### config.mk
export PLATFORM = sky130hd
export DESIGN_NAME = ordered_read_top
export DESIGN_NICKNAME = d
export VERILOG_FILES = /design/src/design/ord_rd_pkg.sv /design/src/design/ord_rd_ifs.sv /design/src/design/rd_scoreboard.sv /design/src/design/lutram_fifo.sv /design/src/design/rd_scoreboard_obuf.sv /design/src/design/req_arbiter.sv /design/src/design/bank_memory.sv /design/src/design/ordered_read_top.sv
export SDC_FILE = /design/constraint.sdc
export NUM_CORES = 1
export LEC_CHECK = 0
export ABC_AREA = 1
export BUFFER_PORTS_ARGS = -buffer_cell sky130_fd_sc_hd__buf_2
export CORE_MARGIN = 3
export CORE_UTILIZATION = 60
export DETAILED_ROUTE_END_ITERATION = 10
export PLACE_DENSITY = 0.76
export SLEW_MARGIN = 20
export SYNTH_ARGS = -nofsm -noshare
export SYNTH_HDL_FRONTEND = slang
export SYNTH_HIERARCHICAL = 1
export SYNTH_SLANG_ARGS = --single-unit
### constraint.sdc
create_clock -name clk -period 5.27 [get_ports clk]
set_input_delay 0.2635 -clock clk [delete_from_list [all_inputs] [get_ports clk]]
set_output_delay 0.2635 -clock clk [all_outputs]
set_load 0.01 [all_outputs]
### src/design/ord_rd_pkg.sv
// Shared widths, depths and latencies of the ordered read subsystem.
// Every design file imports this package; nothing here holds state.
`default_nettype none

package ord_rd_pkg;

    // Memory word address and word width
    localparam int ADDR_BITS = 8;
    localparam int DATA_BITS = 32;

    // Scoreboard geometry, metadata is the client number
    localparam int N_ENTRIES = 16;
    localparam int IDX_BITS = $clog2(N_ENTRIES);
    localparam int META_BITS = 1;
    localparam int MIN_FREE_SLOTS = 1;

    // Output FIFO is almost full with FIFO_THRESHOLD or fewer free slots
    localparam int FIFO_ENTRIES = 4;
    localparam int FIFO_THRESHOLD = 2;

    // Cycles from request acceptance to response, per bank
    localparam int EVEN_LATENCY = 2;
    localparam int ODD_LATENCY = 5;

    // Memory contents are address times this odd constant, kept to 32 bits
    localparam logic [31:0] ROM_MULT = 32'h9e37_79b1;

endpackage

`default_nettype wire

### src/design/ord_rd_ifs.sv
// Interfaces between the arbiter, the memory and the scoreboard.
// rd_req_if is the memory request channel, sb_alloc_if the entry allocation port.
`timescale 1ns/100ps
`default_nettype none

interface rd_req_if;
    import ord_rd_pkg::*;

    // A transfer happens when valid and ready are both high
    logic                 valid;
    logic                 ready;
    logic [ADDR_BITS-1:0] addr;
    // Scoreboard entry that receives the response data
    logic [IDX_BITS-1:0]  idx;

    modport source (output valid, output addr, output idx, input ready);
    modport sink (input valid, input addr, input idx, output ready);

endinterface

interface sb_alloc_if;
    import ord_rd_pkg::*;

    // Raised only in the cycle the memory request transfers
    logic                 enq_en;
    logic [META_BITS-1:0] meta;
    // enq_idx names the next free entry whenever not_full is high
    logic                 not_full;
    logic [IDX_BITS-1:0]  enq_idx;

    modport requester (output enq_en, output meta, input not_full, input enq_idx);
    modport provider (input enq_en, input meta, output not_full, output enq_idx);

endinterface

`default_nettype wire

### src/design/rd_scoreboard.sv
// Reorder scoreboard. Entries are allocated in grant order, filled by index
// as responses arrive in any order, and released from the head in order.
// The head is offered one cycle after its data is written.
`timescale 1ns/100ps
`default_nettype none

module rd_scoreboard
(
    input  wire logic                            clk,
    input  wire logic                            reset,
    sb_alloc_if.provider                         alloc,
    input  wire logic                            rsp_valid,
    input  wire logic [ord_rd_pkg::IDX_BITS-1:0]  rsp_idx,
    input  wire logic [ord_rd_pkg::DATA_BITS-1:0] rsp_data,
    input  wire logic                            deq_en,
    output logic                                 not_empty,
    output logic [ord_rd_pkg::DATA_BITS-1:0]      first,
    output logic [ord_rd_pkg::META_BITS-1:0]      first_meta
);
    import ord_rd_pkg::*;

    // Entry storage, written without reset like a LUT RAM
    logic [META_BITS-1:0] meta_mem [N_ENTRIES];
    logic [DATA_BITS-1:0] data_mem [N_ENTRIES];

    // One bit per entry, set when its response data has been written
    logic [N_ENTRIES-1:0] data_valid;
    logic [IDX_BITS-1:0]  tail_idx;
    logic [IDX_BITS-1:0]  head_idx;
    logic [IDX_BITS:0]    free_cnt;
    logic [IDX_BITS:0]    used_cnt;
    logic [IDX_BITS-1:0]  rsp_offset;

    assign alloc.enq_idx = tail_idx;
    // Full once fewer than MIN_FREE_SLOTS entries remain free
    assign alloc.not_full = (free_cnt >= (IDX_BITS+1)'(MIN_FREE_SLOTS));

    // The head is ready only when its data has landed
    assign not_empty = data_valid[head_idx];
    assign first = data_mem[head_idx];
    assign first_meta = meta_mem[head_idx];

    always_ff @(posedge clk)
    begin
        if (alloc.enq_en)
            meta_mem[tail_idx] <= alloc.meta;
        if (rsp_valid)
            data_mem[rsp_idx] <= rsp_data;
    end

    always_ff @(posedge clk)
    begin
        if (reset)
        begin
            tail_idx <= '0;
            head_idx <= '0;
            free_cnt <= (IDX_BITS+1)'(N_ENTRIES);
            data_valid <= '0;
        end
        else
        begin
            if (alloc.enq_en)
                tail_idx <= tail_idx + 1'b1;
            // A dequeued entry and a written entry can never be the same one
            if (deq_en)
            begin
                head_idx <= head_idx + 1'b1;
                data_valid[head_idx] <= 1'b0;
            end
            if (rsp_valid)
                data_valid[rsp_idx] <= 1'b1;
            free_cnt <= free_cnt + {{IDX_BITS{1'b0}}, deq_en}
                                 - {{IDX_BITS{1'b0}}, alloc.enq_en};
        end
    end

    // Distance of a response index from the head, used to check allocation
    assign used_cnt = (IDX_BITS+1)'(N_ENTRIES) - free_cnt;
    assign rsp_offset = rsp_idx - head_idx;

    // A response must land in a live entry that still waits for its data
    a_rsp_allocated: assert property (@(posedge clk) disable iff (reset)
        rsp_valid |-> ({1'b0, rsp_offset} < used_cnt) && !data_valid[rsp_idx]);

    // The output buffer only pulls the head when it is offered
    a_deq_not_empty: assert property (@(posedge clk) disable iff (reset)
        deq_en |-> not_empty);

endmodule

`default_nettype wire

### src/design/lutram_fifo.sv
// Small register-file FIFO carrying one data word plus its metadata.
// almost_full gives the writer early warning so words already in flight fit.
`timescale 1ns/100ps
`default_nettype none

module lutram_fifo
(
    input  wire logic                                                clk,
    input  wire logic                                                reset,
    input  wire logic                                                enq_en,
    input  wire logic [ord_rd_pkg::DATA_BITS+ord_rd_pkg::META_BITS-1:0] enq_data,
    output logic                                                     almost_full,
    input  wire logic                                                deq_en,
    output logic                                                     not_empty,
    output logic [ord_rd_pkg::DATA_BITS+ord_rd_pkg::META_BITS-1:0]      first
);
    import ord_rd_pkg::*;

    localparam int PTR_BITS = $clog2(FIFO_ENTRIES);

    logic [DATA_BITS+META_BITS-1:0] mem [FIFO_ENTRIES];
    logic [PTR_BITS-1:0]            wr_ptr;
    logic [PTR_BITS-1:0]            rd_ptr;
    logic [PTR_BITS:0]              count;
    logic [PTR_BITS:0]              free_slots;

    assign free_slots = (PTR_BITS+1)'(FIFO_ENTRIES) - count;
    assign almost_full = (free_slots <= (PTR_BITS+1)'(FIFO_THRESHOLD));
    assign not_empty = (count != '0);
    assign first = mem[rd_ptr];

    always_ff @(posedge clk)
    begin
        if (enq_en)
            mem[wr_ptr] <= enq_data;
    end

    always_ff @(posedge clk)
    begin
        if (reset)
        begin
            wr_ptr <= '0;
            rd_ptr <= '0;
            count <= '0;
        end
        else
        begin
            if (enq_en)
                wr_ptr <= wr_ptr + 1'b1;
            if (deq_en)
                rd_ptr <= rd_ptr + 1'b1;
            count <= count + {{PTR_BITS{1'b0}}, enq_en} - {{PTR_BITS{1'b0}}, deq_en};
        end
    end

    // The writer's threshold must leave room for everything it has in flight
    a_no_overflow: assert property (@(posedge clk) disable iff (reset)
        enq_en |-> (count < (PTR_BITS+1)'(FIFO_ENTRIES)));

endmodule

`default_nettype wire

### src/design/rd_scoreboard_obuf.sv
// Scoreboard with a registered output and a small FIFO behind it.
// The register stage cuts the path from the output ready back into the
// scoreboard, while the FIFO keeps one word per cycle flowing.
`timescale 1ns/100ps
`default_nettype none

module rd_scoreboard_obuf
(
    input  wire logic                            clk,
    input  wire logic                            reset,
    sb_alloc_if.provider                         alloc,
    input  wire logic                            rsp_valid,
    input  wire logic [ord_rd_pkg::IDX_BITS-1:0]  rsp_idx,
    input  wire logic [ord_rd_pkg::DATA_BITS-1:0] rsp_data,
    input  wire logic                            deq_en,
    output logic                                 not_empty,
    output logic [ord_rd_pkg::DATA_BITS-1:0]      first,
    output logic [ord_rd_pkg::META_BITS-1:0]      first_meta
);
    import ord_rd_pkg::*;

    logic                           sb_deq_en;
    logic                           sb_not_empty;
    logic [DATA_BITS-1:0]           sb_first;
    logic [META_BITS-1:0]           sb_first_meta;
    logic                           fifo_almost_full;
    logic [DATA_BITS+META_BITS-1:0] fifo_first;

    rd_scoreboard sb_i
    (
        .clk        (clk),
        .reset      (reset),
        .alloc      (alloc),
        .rsp_valid  (rsp_valid),
        .rsp_idx    (rsp_idx),
        .rsp_data   (rsp_data),
        .deq_en     (sb_deq_en),
        .not_empty  (sb_not_empty),
        .first      (sb_first),
        .first_meta (sb_first_meta)
    );

    // Pull the head whenever the FIFO can also absorb the word in flight
    assign sb_deq_en = sb_not_empty && !fifo_almost_full;

    // One register cycle between the scoreboard read and the FIFO write
    logic                           sb_deq_en_q;
    logic [DATA_BITS+META_BITS-1:0] sb_word_q;

    always_ff @(posedge clk)
    begin
        if (reset)
            sb_deq_en_q <= 1'b0;
        else
            sb_deq_en_q <= sb_deq_en;
        sb_word_q <= {sb_first_meta, sb_first};
    end

    lutram_fifo fifo_i
    (
        .clk         (clk),
        .reset       (reset),
        .enq_en      (sb_deq_en_q),
        .enq_data    (sb_word_q),
        .almost_full (fifo_almost_full),
        .deq_en      (deq_en),
        .not_empty   (not_empty),
        .first       (fifo_first)
    );

    // Metadata sits above the data in the FIFO word
    assign first = fifo_first[DATA_BITS-1:0];
    assign first_meta = fifo_first[DATA_BITS+META_BITS-1:DATA_BITS];

endmodule

`default_nettype wire

### src/design/req_arbiter.sv
// Round-robin arbiter of two read clients onto the memory request channel.
// A grant also allocates a scoreboard entry, whose index rides with the request.
// Grant is combinational; only the priority pointer and a hold flag are state.
`timescale 1ns/100ps
`default_nettype none

module req_arbiter
(
    input  wire logic                            clk,
    input  wire logic                            reset,
    input  wire logic                            req0_valid,
    output logic                                 req0_ready,
    input  wire logic [ord_rd_pkg::ADDR_BITS-1:0] req0_addr,
    input  wire logic                            req1_valid,
    output logic                                 req1_ready,
    input  wire logic [ord_rd_pkg::ADDR_BITS-1:0] req1_addr,
    rd_req_if.source                             mem,
    sb_alloc_if.requester                        alloc
);
    import ord_rd_pkg::*;

    // Client that wins a tie
    logic rr_ptr;
    // Set while an offered request waits for the memory, so the choice holds
    logic lock_q;
    logic lock_client_q;
    logic sel;
    logic xfer;

    always_comb
    begin
        if (lock_q)
            sel = lock_client_q;
        else if (req0_valid && req1_valid)
            sel = rr_ptr;
        else
            sel = req1_valid;
    end

    // Only offer a request when an entry can be allocated for it
    assign mem.valid = (req0_valid || req1_valid) && alloc.not_full;
    assign mem.addr = sel ? req1_addr : req0_addr;
    assign mem.idx = alloc.enq_idx;
    assign xfer = mem.valid && mem.ready;

    assign alloc.enq_en = xfer;
    assign alloc.meta = META_BITS'(sel);

    assign req0_ready = xfer && !sel;
    assign req1_ready = xfer && sel;

    always_ff @(posedge clk)
    begin
        if (reset)
        begin
            rr_ptr <= 1'b0;
            lock_q <= 1'b0;
            lock_client_q <= 1'b0;
        end
        else
        begin
            // The other client gets priority after each transfer
            if (xfer)
                rr_ptr <= !sel;
            lock_q <= mem.valid && !mem.ready;
            lock_client_q <= sel;
        end
    end

    // At most one client is ready, and only a client that is requesting
    a_one_ready: assert property (@(posedge clk) disable iff (reset)
        !(req0_ready && req1_ready) && (!req0_ready || req0_valid)
            && (!req1_ready || req1_valid));

    // A request turned away by the memory comes back unchanged next cycle
    a_req_stable: assert property (@(posedge clk) disable iff (reset)
        mem.valid && !mem.ready |=> mem.valid && $stable(mem.addr) && $stable(mem.idx));

endmodule

`default_nettype wire

### src/design/bank_memory.sv
// Read-only two-bank memory model. Even addresses answer after EVEN_LATENCY
// cycles, odd ones after ODD_LATENCY, so responses come back out of order.
// Each response reserves its slot in a shared delay line, which keeps two
// responses from ever leaving in the same cycle.
`timescale 1ns/100ps
`default_nettype none

module bank_memory
(
    input  wire logic                        clk,
    input  wire logic                        reset,
    rd_req_if.sink                           req,
    output logic                             rsp_valid,
    output logic [ord_rd_pkg::IDX_BITS-1:0]  rsp_idx,
    output logic [ord_rd_pkg::DATA_BITS-1:0] rsp_data
);
    import ord_rd_pkg::*;

    // Stage that an even address enters to leave after EVEN_LATENCY cycles
    localparam int EVEN_STAGE = ODD_LATENCY - EVEN_LATENCY;
    localparam int STAGE_BITS = $clog2(ODD_LATENCY);

    logic [ODD_LATENCY-1:0] stg_valid;
    logic [IDX_BITS-1:0]    stg_idx [ODD_LATENCY];
    logic [DATA_BITS-1:0]   stg_data [ODD_LATENCY];
    logic [STAGE_BITS-1:0]  entry_stage;
    logic [DATA_BITS-1:0]   rom_word;
    logic                   accept;

    // Contents follow the multiplier rule, truncated to the word width
    assign rom_word = ROM_MULT * {{(DATA_BITS-ADDR_BITS){1'b0}}, req.addr};

    // Odd addresses use the first stage, which nothing shifts into
    assign entry_stage = req.addr[0] ? '0 : STAGE_BITS'(EVEN_STAGE);

    // An even request waits while an older response is about to fill its slot
    assign req.ready = req.addr[0] || !stg_valid[EVEN_STAGE-1];
    assign accept = req.valid && req.ready;

    always_ff @(posedge clk)
    begin
        if (reset)
            stg_valid <= '0;
        else
        begin
            stg_valid <= stg_valid << 1;
            if (accept)
                stg_valid[entry_stage] <= 1'b1;
        end
    end

    always_ff @(posedge clk)
    begin
        for (int i = ODD_LATENCY - 1; i > 0; i--)
        begin
            stg_idx[i] <= stg_idx[i-1];
            stg_data[i] <= stg_data[i-1];
        end
        if (accept)
        begin
            stg_idx[entry_stage] <= req.idx;
            stg_data[entry_stage] <= rom_word;
        end
    end

    assign rsp_valid = stg_valid[ODD_LATENCY-1];
    assign rsp_idx = stg_idx[ODD_LATENCY-1];
    assign rsp_data = stg_data[ODD_LATENCY-1];

    // Only an odd response can be overwritten by an even one entering its stage,
    // so an odd response leaving on time with its own tag means no double write
    a_odd_latency: assert property (@(posedge clk) disable iff (reset)
        accept && req.addr[0] |-> ##ODD_LATENCY
            rsp_valid && (rsp_idx == $past(req.idx, ODD_LATENCY)));

endmodule

`default_nettype wire

### src/design/ordered_read_top.sv
// Top level of the ordered read subsystem. Two clients request words, and the
// answers leave on one valid/ready output in the order the requests were granted.
// resp_client tells which client a response belongs to.
`timescale 1ns/100ps
`default_nettype none

module ordered_read_top
(
    input  wire logic                            clk,
    input  wire logic                            reset,
    input  wire logic                            req0_valid,
    output logic                                 req0_ready,
    input  wire logic [ord_rd_pkg::ADDR_BITS-1:0] req0_addr,
    input  wire logic                            req1_valid,
    output logic                                 req1_ready,
    input  wire logic [ord_rd_pkg::ADDR_BITS-1:0] req1_addr,
    output logic                                 resp_valid,
    input  wire logic                            resp_ready,
    output logic [ord_rd_pkg::DATA_BITS-1:0]      resp_data,
    output logic [ord_rd_pkg::META_BITS-1:0]      resp_client
);
    import ord_rd_pkg::*;

    rd_req_if   mem_req ();
    sb_alloc_if sb_alloc ();

    // Memory response path, always accepted by the scoreboard
    logic                 rsp_valid;
    logic [IDX_BITS-1:0]  rsp_idx;
    logic [DATA_BITS-1:0] rsp_data;

    req_arbiter arbiter_i
    (
        .clk        (clk),
        .reset      (reset),
        .req0_valid (req0_valid),
        .req0_ready (req0_ready),
        .req0_addr  (req0_addr),
        .req1_valid (req1_valid),
        .req1_ready (req1_ready),
        .req1_addr  (req1_addr),
        .mem        (mem_req),
        .alloc      (sb_alloc)
    );

    bank_memory memory_i
    (
        .clk       (clk),
        .reset     (reset),
        .req       (mem_req),
        .rsp_valid (rsp_valid),
        .rsp_idx   (rsp_idx),
        .rsp_data  (rsp_data)
    );

    // Output dequeues on the resp handshake
    rd_scoreboard_obuf sb_obuf_i
    (
        .clk        (clk),
        .reset      (reset),
        .alloc      (sb_alloc),
        .rsp_valid  (rsp_valid),
        .rsp_idx    (rsp_idx),
        .rsp_data   (rsp_data),
        .deq_en     (resp_valid && resp_ready),
        .not_empty  (resp_valid),
        .first      (resp_data),
        .first_meta (resp_client)
    );

endmodule

`default_nettype wire

==> results.cfg <==
[clocking]
clkTransAtPathRegs_ns = 0.06
cts_max_path_buffers = 3
clock_network_latency_to_the_later_pin_of_the_worst_skew_pair_ns = 0.63
clock_tree.root_cell = sky130_fd_sc_hd__clkbuf_16
cts_num_sinks = 924
h-tree-depth = 3
tritoncts.num_buffers = 87
cts_tree = done

[die]
coreArea_um2 = 65000
floorplan.io_pins = 57
die_y_um = 264
core.rowCount = 93
die_w_um = 264
floorplan.initialDensity = 0.612
dieArea_um2 = 69500

[global_route]
grt_overflow_total = 0
gr_util_all_layers = 0.243
number_of_global_route_vias_before_repair = 24634
global_route_wire_length_before_repair_um = 132000
grt_start_max_net_pins = 197
initial_antenna_violation_count = 2

[timing]
final_max_slew_viol_count = 0
final_min_period_over_clock_period = 0.929
timing.hold.ws_ns = 0.0382
timing.fmax_ghz = 0.204
clock_skew_ns = 0.0167
pin_slew_with_the_least_headroom_to_its_limit_ns = 1.13
min_cycle_time_layout_ns = 4.89
fin_setup_tns_ns = 0
hold_viol = 0
slew_headroom = 0.246
setup_viol = 0

[setup_path]
path_max_fanout = 12
worst-endpoint-arrival_ns = 5.27
timing.critical_path.required_ns = 5.64
worstRegToRegCells = 23
cp-start-kind = flip-flop
reg2reg_slack_ns = 0.38
rr_endpoint = memory_i/stg_data[0][31]$_DFFE_PP_
timing.critical_path.to_type = flip-flop
crit-reg2reg-launch = arbiter_i/lock_q$_SDFF_PP0_
setup.worst_path.class = reg -> reg

[synth]
synth_enable_flop_cells = 696
synthesis.area_um2 = 39800
yosys_warnings = 6
number_of_cells_produced_by_synthesis = 3846
synth_top_flop_cell = sky130_fd_sc_hd__edfxtp_1
ys_async_sr_fraction = 0
cell_types_with_the_largest_area_share_after_synthesis = sky130_fd_sc_hd__edfxtp_1 (52%), sky130_fd_sc_hd__dfxtp_1 (11%), sky130_fd_sc_hd__nand2_1 (10%)
synth_nets = 4015
synth_cell_types = 39
synth.top_cell.area_share = 0.525
yosys.area.top_type = sky130_fd_sc_hd__edfxtp_1
ys_seq_area_frac = 0.639
postSynthAreaPerCell_um2 = 10.4
synth.ff_latch_count = 924

[drt]
dr_total_vias = 25419
drc = 0
route.antenna.remaining_nets = 0
post_drt_wl_per_cell_um = 17.6
postRouteWirelength_um = 84500
detail_route.vias_per_cell = 5.29
drt_first_pass_iters = 6
drt_iter0_markers = 2401

[power]
clock_power_share = 0.260
power.density_cell_area_nw_per_um2 = 564
p_int_mw = 16.1
share_of_total_power_in_combinational_logic = 0.317
p_sw_mw = 8.61
p_sw_frac = 0.349
power.static_leakage_nw = 19.1
seq_power_share = 0.422
vdd_drop_max_mv = 0.448

[hold_path]
holdCritPathClass = in -> reg
whs_path_depth = 5
min-delay-start = req0_valid
hold-path-endpoint = arbiter_i/lock_q$_SDFF_PP0_

[job]
cap_violations = 0

[place]
dp_cells = 4644
place_congestion = 0.903
hpwl_um = 47400
portBuffers = 56
dpl-instance-area_um2 = 40700

[cells_and_area]
nFillCells = 4627
area_delta_synth_final_pct = 9.92
nets = 4049
finalInstanceArea_um2 = 43800
n_antenna_cell = 0
drive_above_1_share = 0.0928
layout.cells.non_filler = 4809
register_area_um2 = 25500
mostFrequentLayoutCells = sky130_fd_sc_hd__nand2_1 (1086), sky130_fd_sc_hd__inv_1 (722), sky130_fd_sc_hd__edfxtp_1 (696)
final_common_cell = sky130_fd_sc_hd__nand2_1
multi_input_gate_area_um2 = 10800

[outcome]
run_status = finished, final reports clean
[how the worst max path moves through the flow]
| stage | start | to | slack, ns | cells past startpoint |
|---|---|---|---|---|
| 2_1_floorplan | arbiter_i/rr_ptr$_SDFFE_PP0P_ | memory_i/stg_data[0][31]$_DFFE_PP_ | 0.76 | 24 |
| 5_1_grt | arbiter_i/rr_ptr$_SDFFE_PP0P_ | memory_i/stg_data[0][29]$_DFFE_PP_ | -0.02 | 23 |
| 6_report | arbiter_i/lock_q$_SDFF_PP0_ | memory_i/stg_data[0][31]$_DFFE_PP_ | 0.38 | 23 |
| 4_1_cts | arbiter_i/lock_q$_SDFF_PP0_ | memory_i/stg_data[0][27]$_DFFE_PP_ | 0.17 | 22 |
| 3_3_place_gp | req1_valid | memory_i/stg_data[0][31]$_DFFE_PP_ | 0.22 | 25 |
| 3_5_place_dp | req1_valid | memory_i/stg_data[0][27]$_DFFE_PP_ | 0.16 | 24 |
[worst max-delay path, cell delays in order, from the launching register on]
cell,delay [ns]
sky130_fd_sc_hd__dfxtp_1,0.32
sky130_fd_sc_hd__nor2_2,0.09
sky130_fd_sc_hd__nand2_1,0.09
sky130_fd_sc_hd__nand2_4,0.17
sky130_fd_sc_hd__inv_2,0.10
sky130_fd_sc_hd__nand2_1,0.07
sky130_fd_sc_hd__nand2_1,0.17
sky130_fd_sc_hd__fa_2,0.63
sky130_fd_sc_hd__inv_1,0.06
sky130_fd_sc_hd__fa_1,0.48
sky130_fd_sc_hd__inv_1,0.05
sky130_fd_sc_hd__fa_1,0.50
sky130_fd_sc_hd__inv_1,0.06
sky130_fd_sc_hd__fa_1,0.50
sky130_fd_sc_hd__inv_1,0.04
sky130_fd_sc_hd__ha_2,0.37
sky130_fd_sc_hd__nand2_1,0.12
sky130_fd_sc_hd__nor2_1,0.19
sky130_fd_sc_hd__inv_1,0.09
sky130_fd_sc_hd__nor3_2,0.15
sky130_fd_sc_hd__nand2_1,0.09
sky130_fd_sc_hd__nand3_1,0.07
sky130_fd_sc_hd__nand2_1,0.07
sky130_fd_sc_hd__and2_1,0.14
[sequential cells by signal (all words and copies together) (netlist names), 5 cells and up, named ones only]
signal	flops
sb_obuf_i/sb_i/meta_mem	16
memory_i/stg_idx	20
sb_obuf_i/sb_i/data_valid	16
memory_i/stg_data	160
sb_obuf_i/sb_i/free_cnt	5
sb_obuf_i/sb_word_q	33
sb_obuf_i/fifo_i/mem	132
sb_obuf_i/sb_i/data_mem	512
memory_i/stg_valid	5
[layout make-up]
cell class,count,area share
Clock buffer,123,0.0597
Clock inverter,40,0.00929
Inverter,748,0.0645
Multi-Input combinational cell,2027,0.246
Sequential cell,924,0.582
Tap cell,855,0.0244
Timing Repair Buffer,92,0.0138
[per-stage QoR]
step / power [mW] / setup WS [ns] / utilization
3_3_place_gp: 18.1 / 0.224 / 0.626
3_5_place_dp: 18.3 / 0.156 / 0.626
2_1_floorplan: 16.1 / 0.759 / -
5_1_grt: 26.4 / -0.0218 / 0.673
4_1_cts: 24.8 / 0.174 / 0.672
6_report: 24.7 / 0.375 / 0.673
[logic make-up after synthesis]
family                     synth area share
and+or+nand+nor                       0.179
DFF                                   0.639
xor gates and xnor gates            0.00386
adders and majority gates            0.0580
AOI/OAI and AO/OA                    0.0293
buffers and inverters                0.0908
[metal layers]
| layer | wire (um) | vias to the layer above | global-route usage | share of wire |
|---|---|---|---|---|
| li1 | - | 12301 | - | - |
| met1 | 34400 | 12000 | 0.318 | 0.41 |
| met2 | 41400 | 933 | 0.414 | 0.49 |
| met3 | 5980 | 183 | 0.0339 | 0.071 |
| met4 | 2690 | 2 | 0.0939 | 0.032 |
| met5 | 15 | - | 0 | 0.00018 |
[synthesized netlist by cell type (3+ instances only)]
library cell               number
sky130_fd_sc_hd__nor2_1        64
sky130_fd_sc_hd__xor2_1        10
sky130_fd_sc_hd__nand3_2        3
sky130_fd_sc_hd__inv_2          7
sky130_fd_sc_hd__a21oi_1       78
sky130_fd_sc_hd__buf_6         13
sky130_fd_sc_hd__o21ai_1        4
sky130_fd_sc_hd__buf_2         89
sky130_fd_sc_hd__buf_4         13
sky130_fd_sc_hd__ha_1          87
sky130_fd_sc_hd__inv_1        739
sky130_fd_sc_hd__nand2_1     1089
sky130_fd_sc_hd__nand4_1        9
sky130_fd_sc_hd__nand2_2       34
sky130_fd_sc_hd__nor3_1         6
sky130_fd_sc_hd__clkbuf_1      25
sky130_fd_sc_hd__dfxtp_1      228
sky130_fd_sc_hd__o21ai_0       58
sky130_fd_sc_hd__buf_1          7
sky130_fd_sc_hd__fa_1          61
sky130_fd_sc_hd__or2_2          3
sky130_fd_sc_hd__xor2_2         3
sky130_fd_sc_hd__nor2_2        14
sky130_fd_sc_hd__o211ai_2      33
sky130_fd_sc_hd__nand3b_1       4
sky130_fd_sc_hd__edfxtp_1     696
sky130_fd_sc_hd__and2_1        15
sky130_fd_sc_hd__nand3_1      438
[timing repair]
item | 4_1_cts | 5_1_grt
hold buffers | 1 | 0
gates resized for setup | 0 | 10
setup buffers | 0 | 0
endpoints found under the hold margin | 2 | 0
setup endpoints to repair | 0 | 21
[power groups by stage]
stage | clock (mW) | sequential [mW] | combinational [mW]
2_1_floorplan | 0 | 10.1 | 5.99
3_3_place_gp | 0 | 10.5 | 7.60
3_5_place_dp | 0 | 10.6 | 7.73
4_1_cts | 6.53 | 10.4 | 7.81
5_1_grt | 6.81 | 10.6 | 9.00
6_report | 6.43 | 10.4 | 7.83
Note: power is estimated with default switching activity, not from simulation.
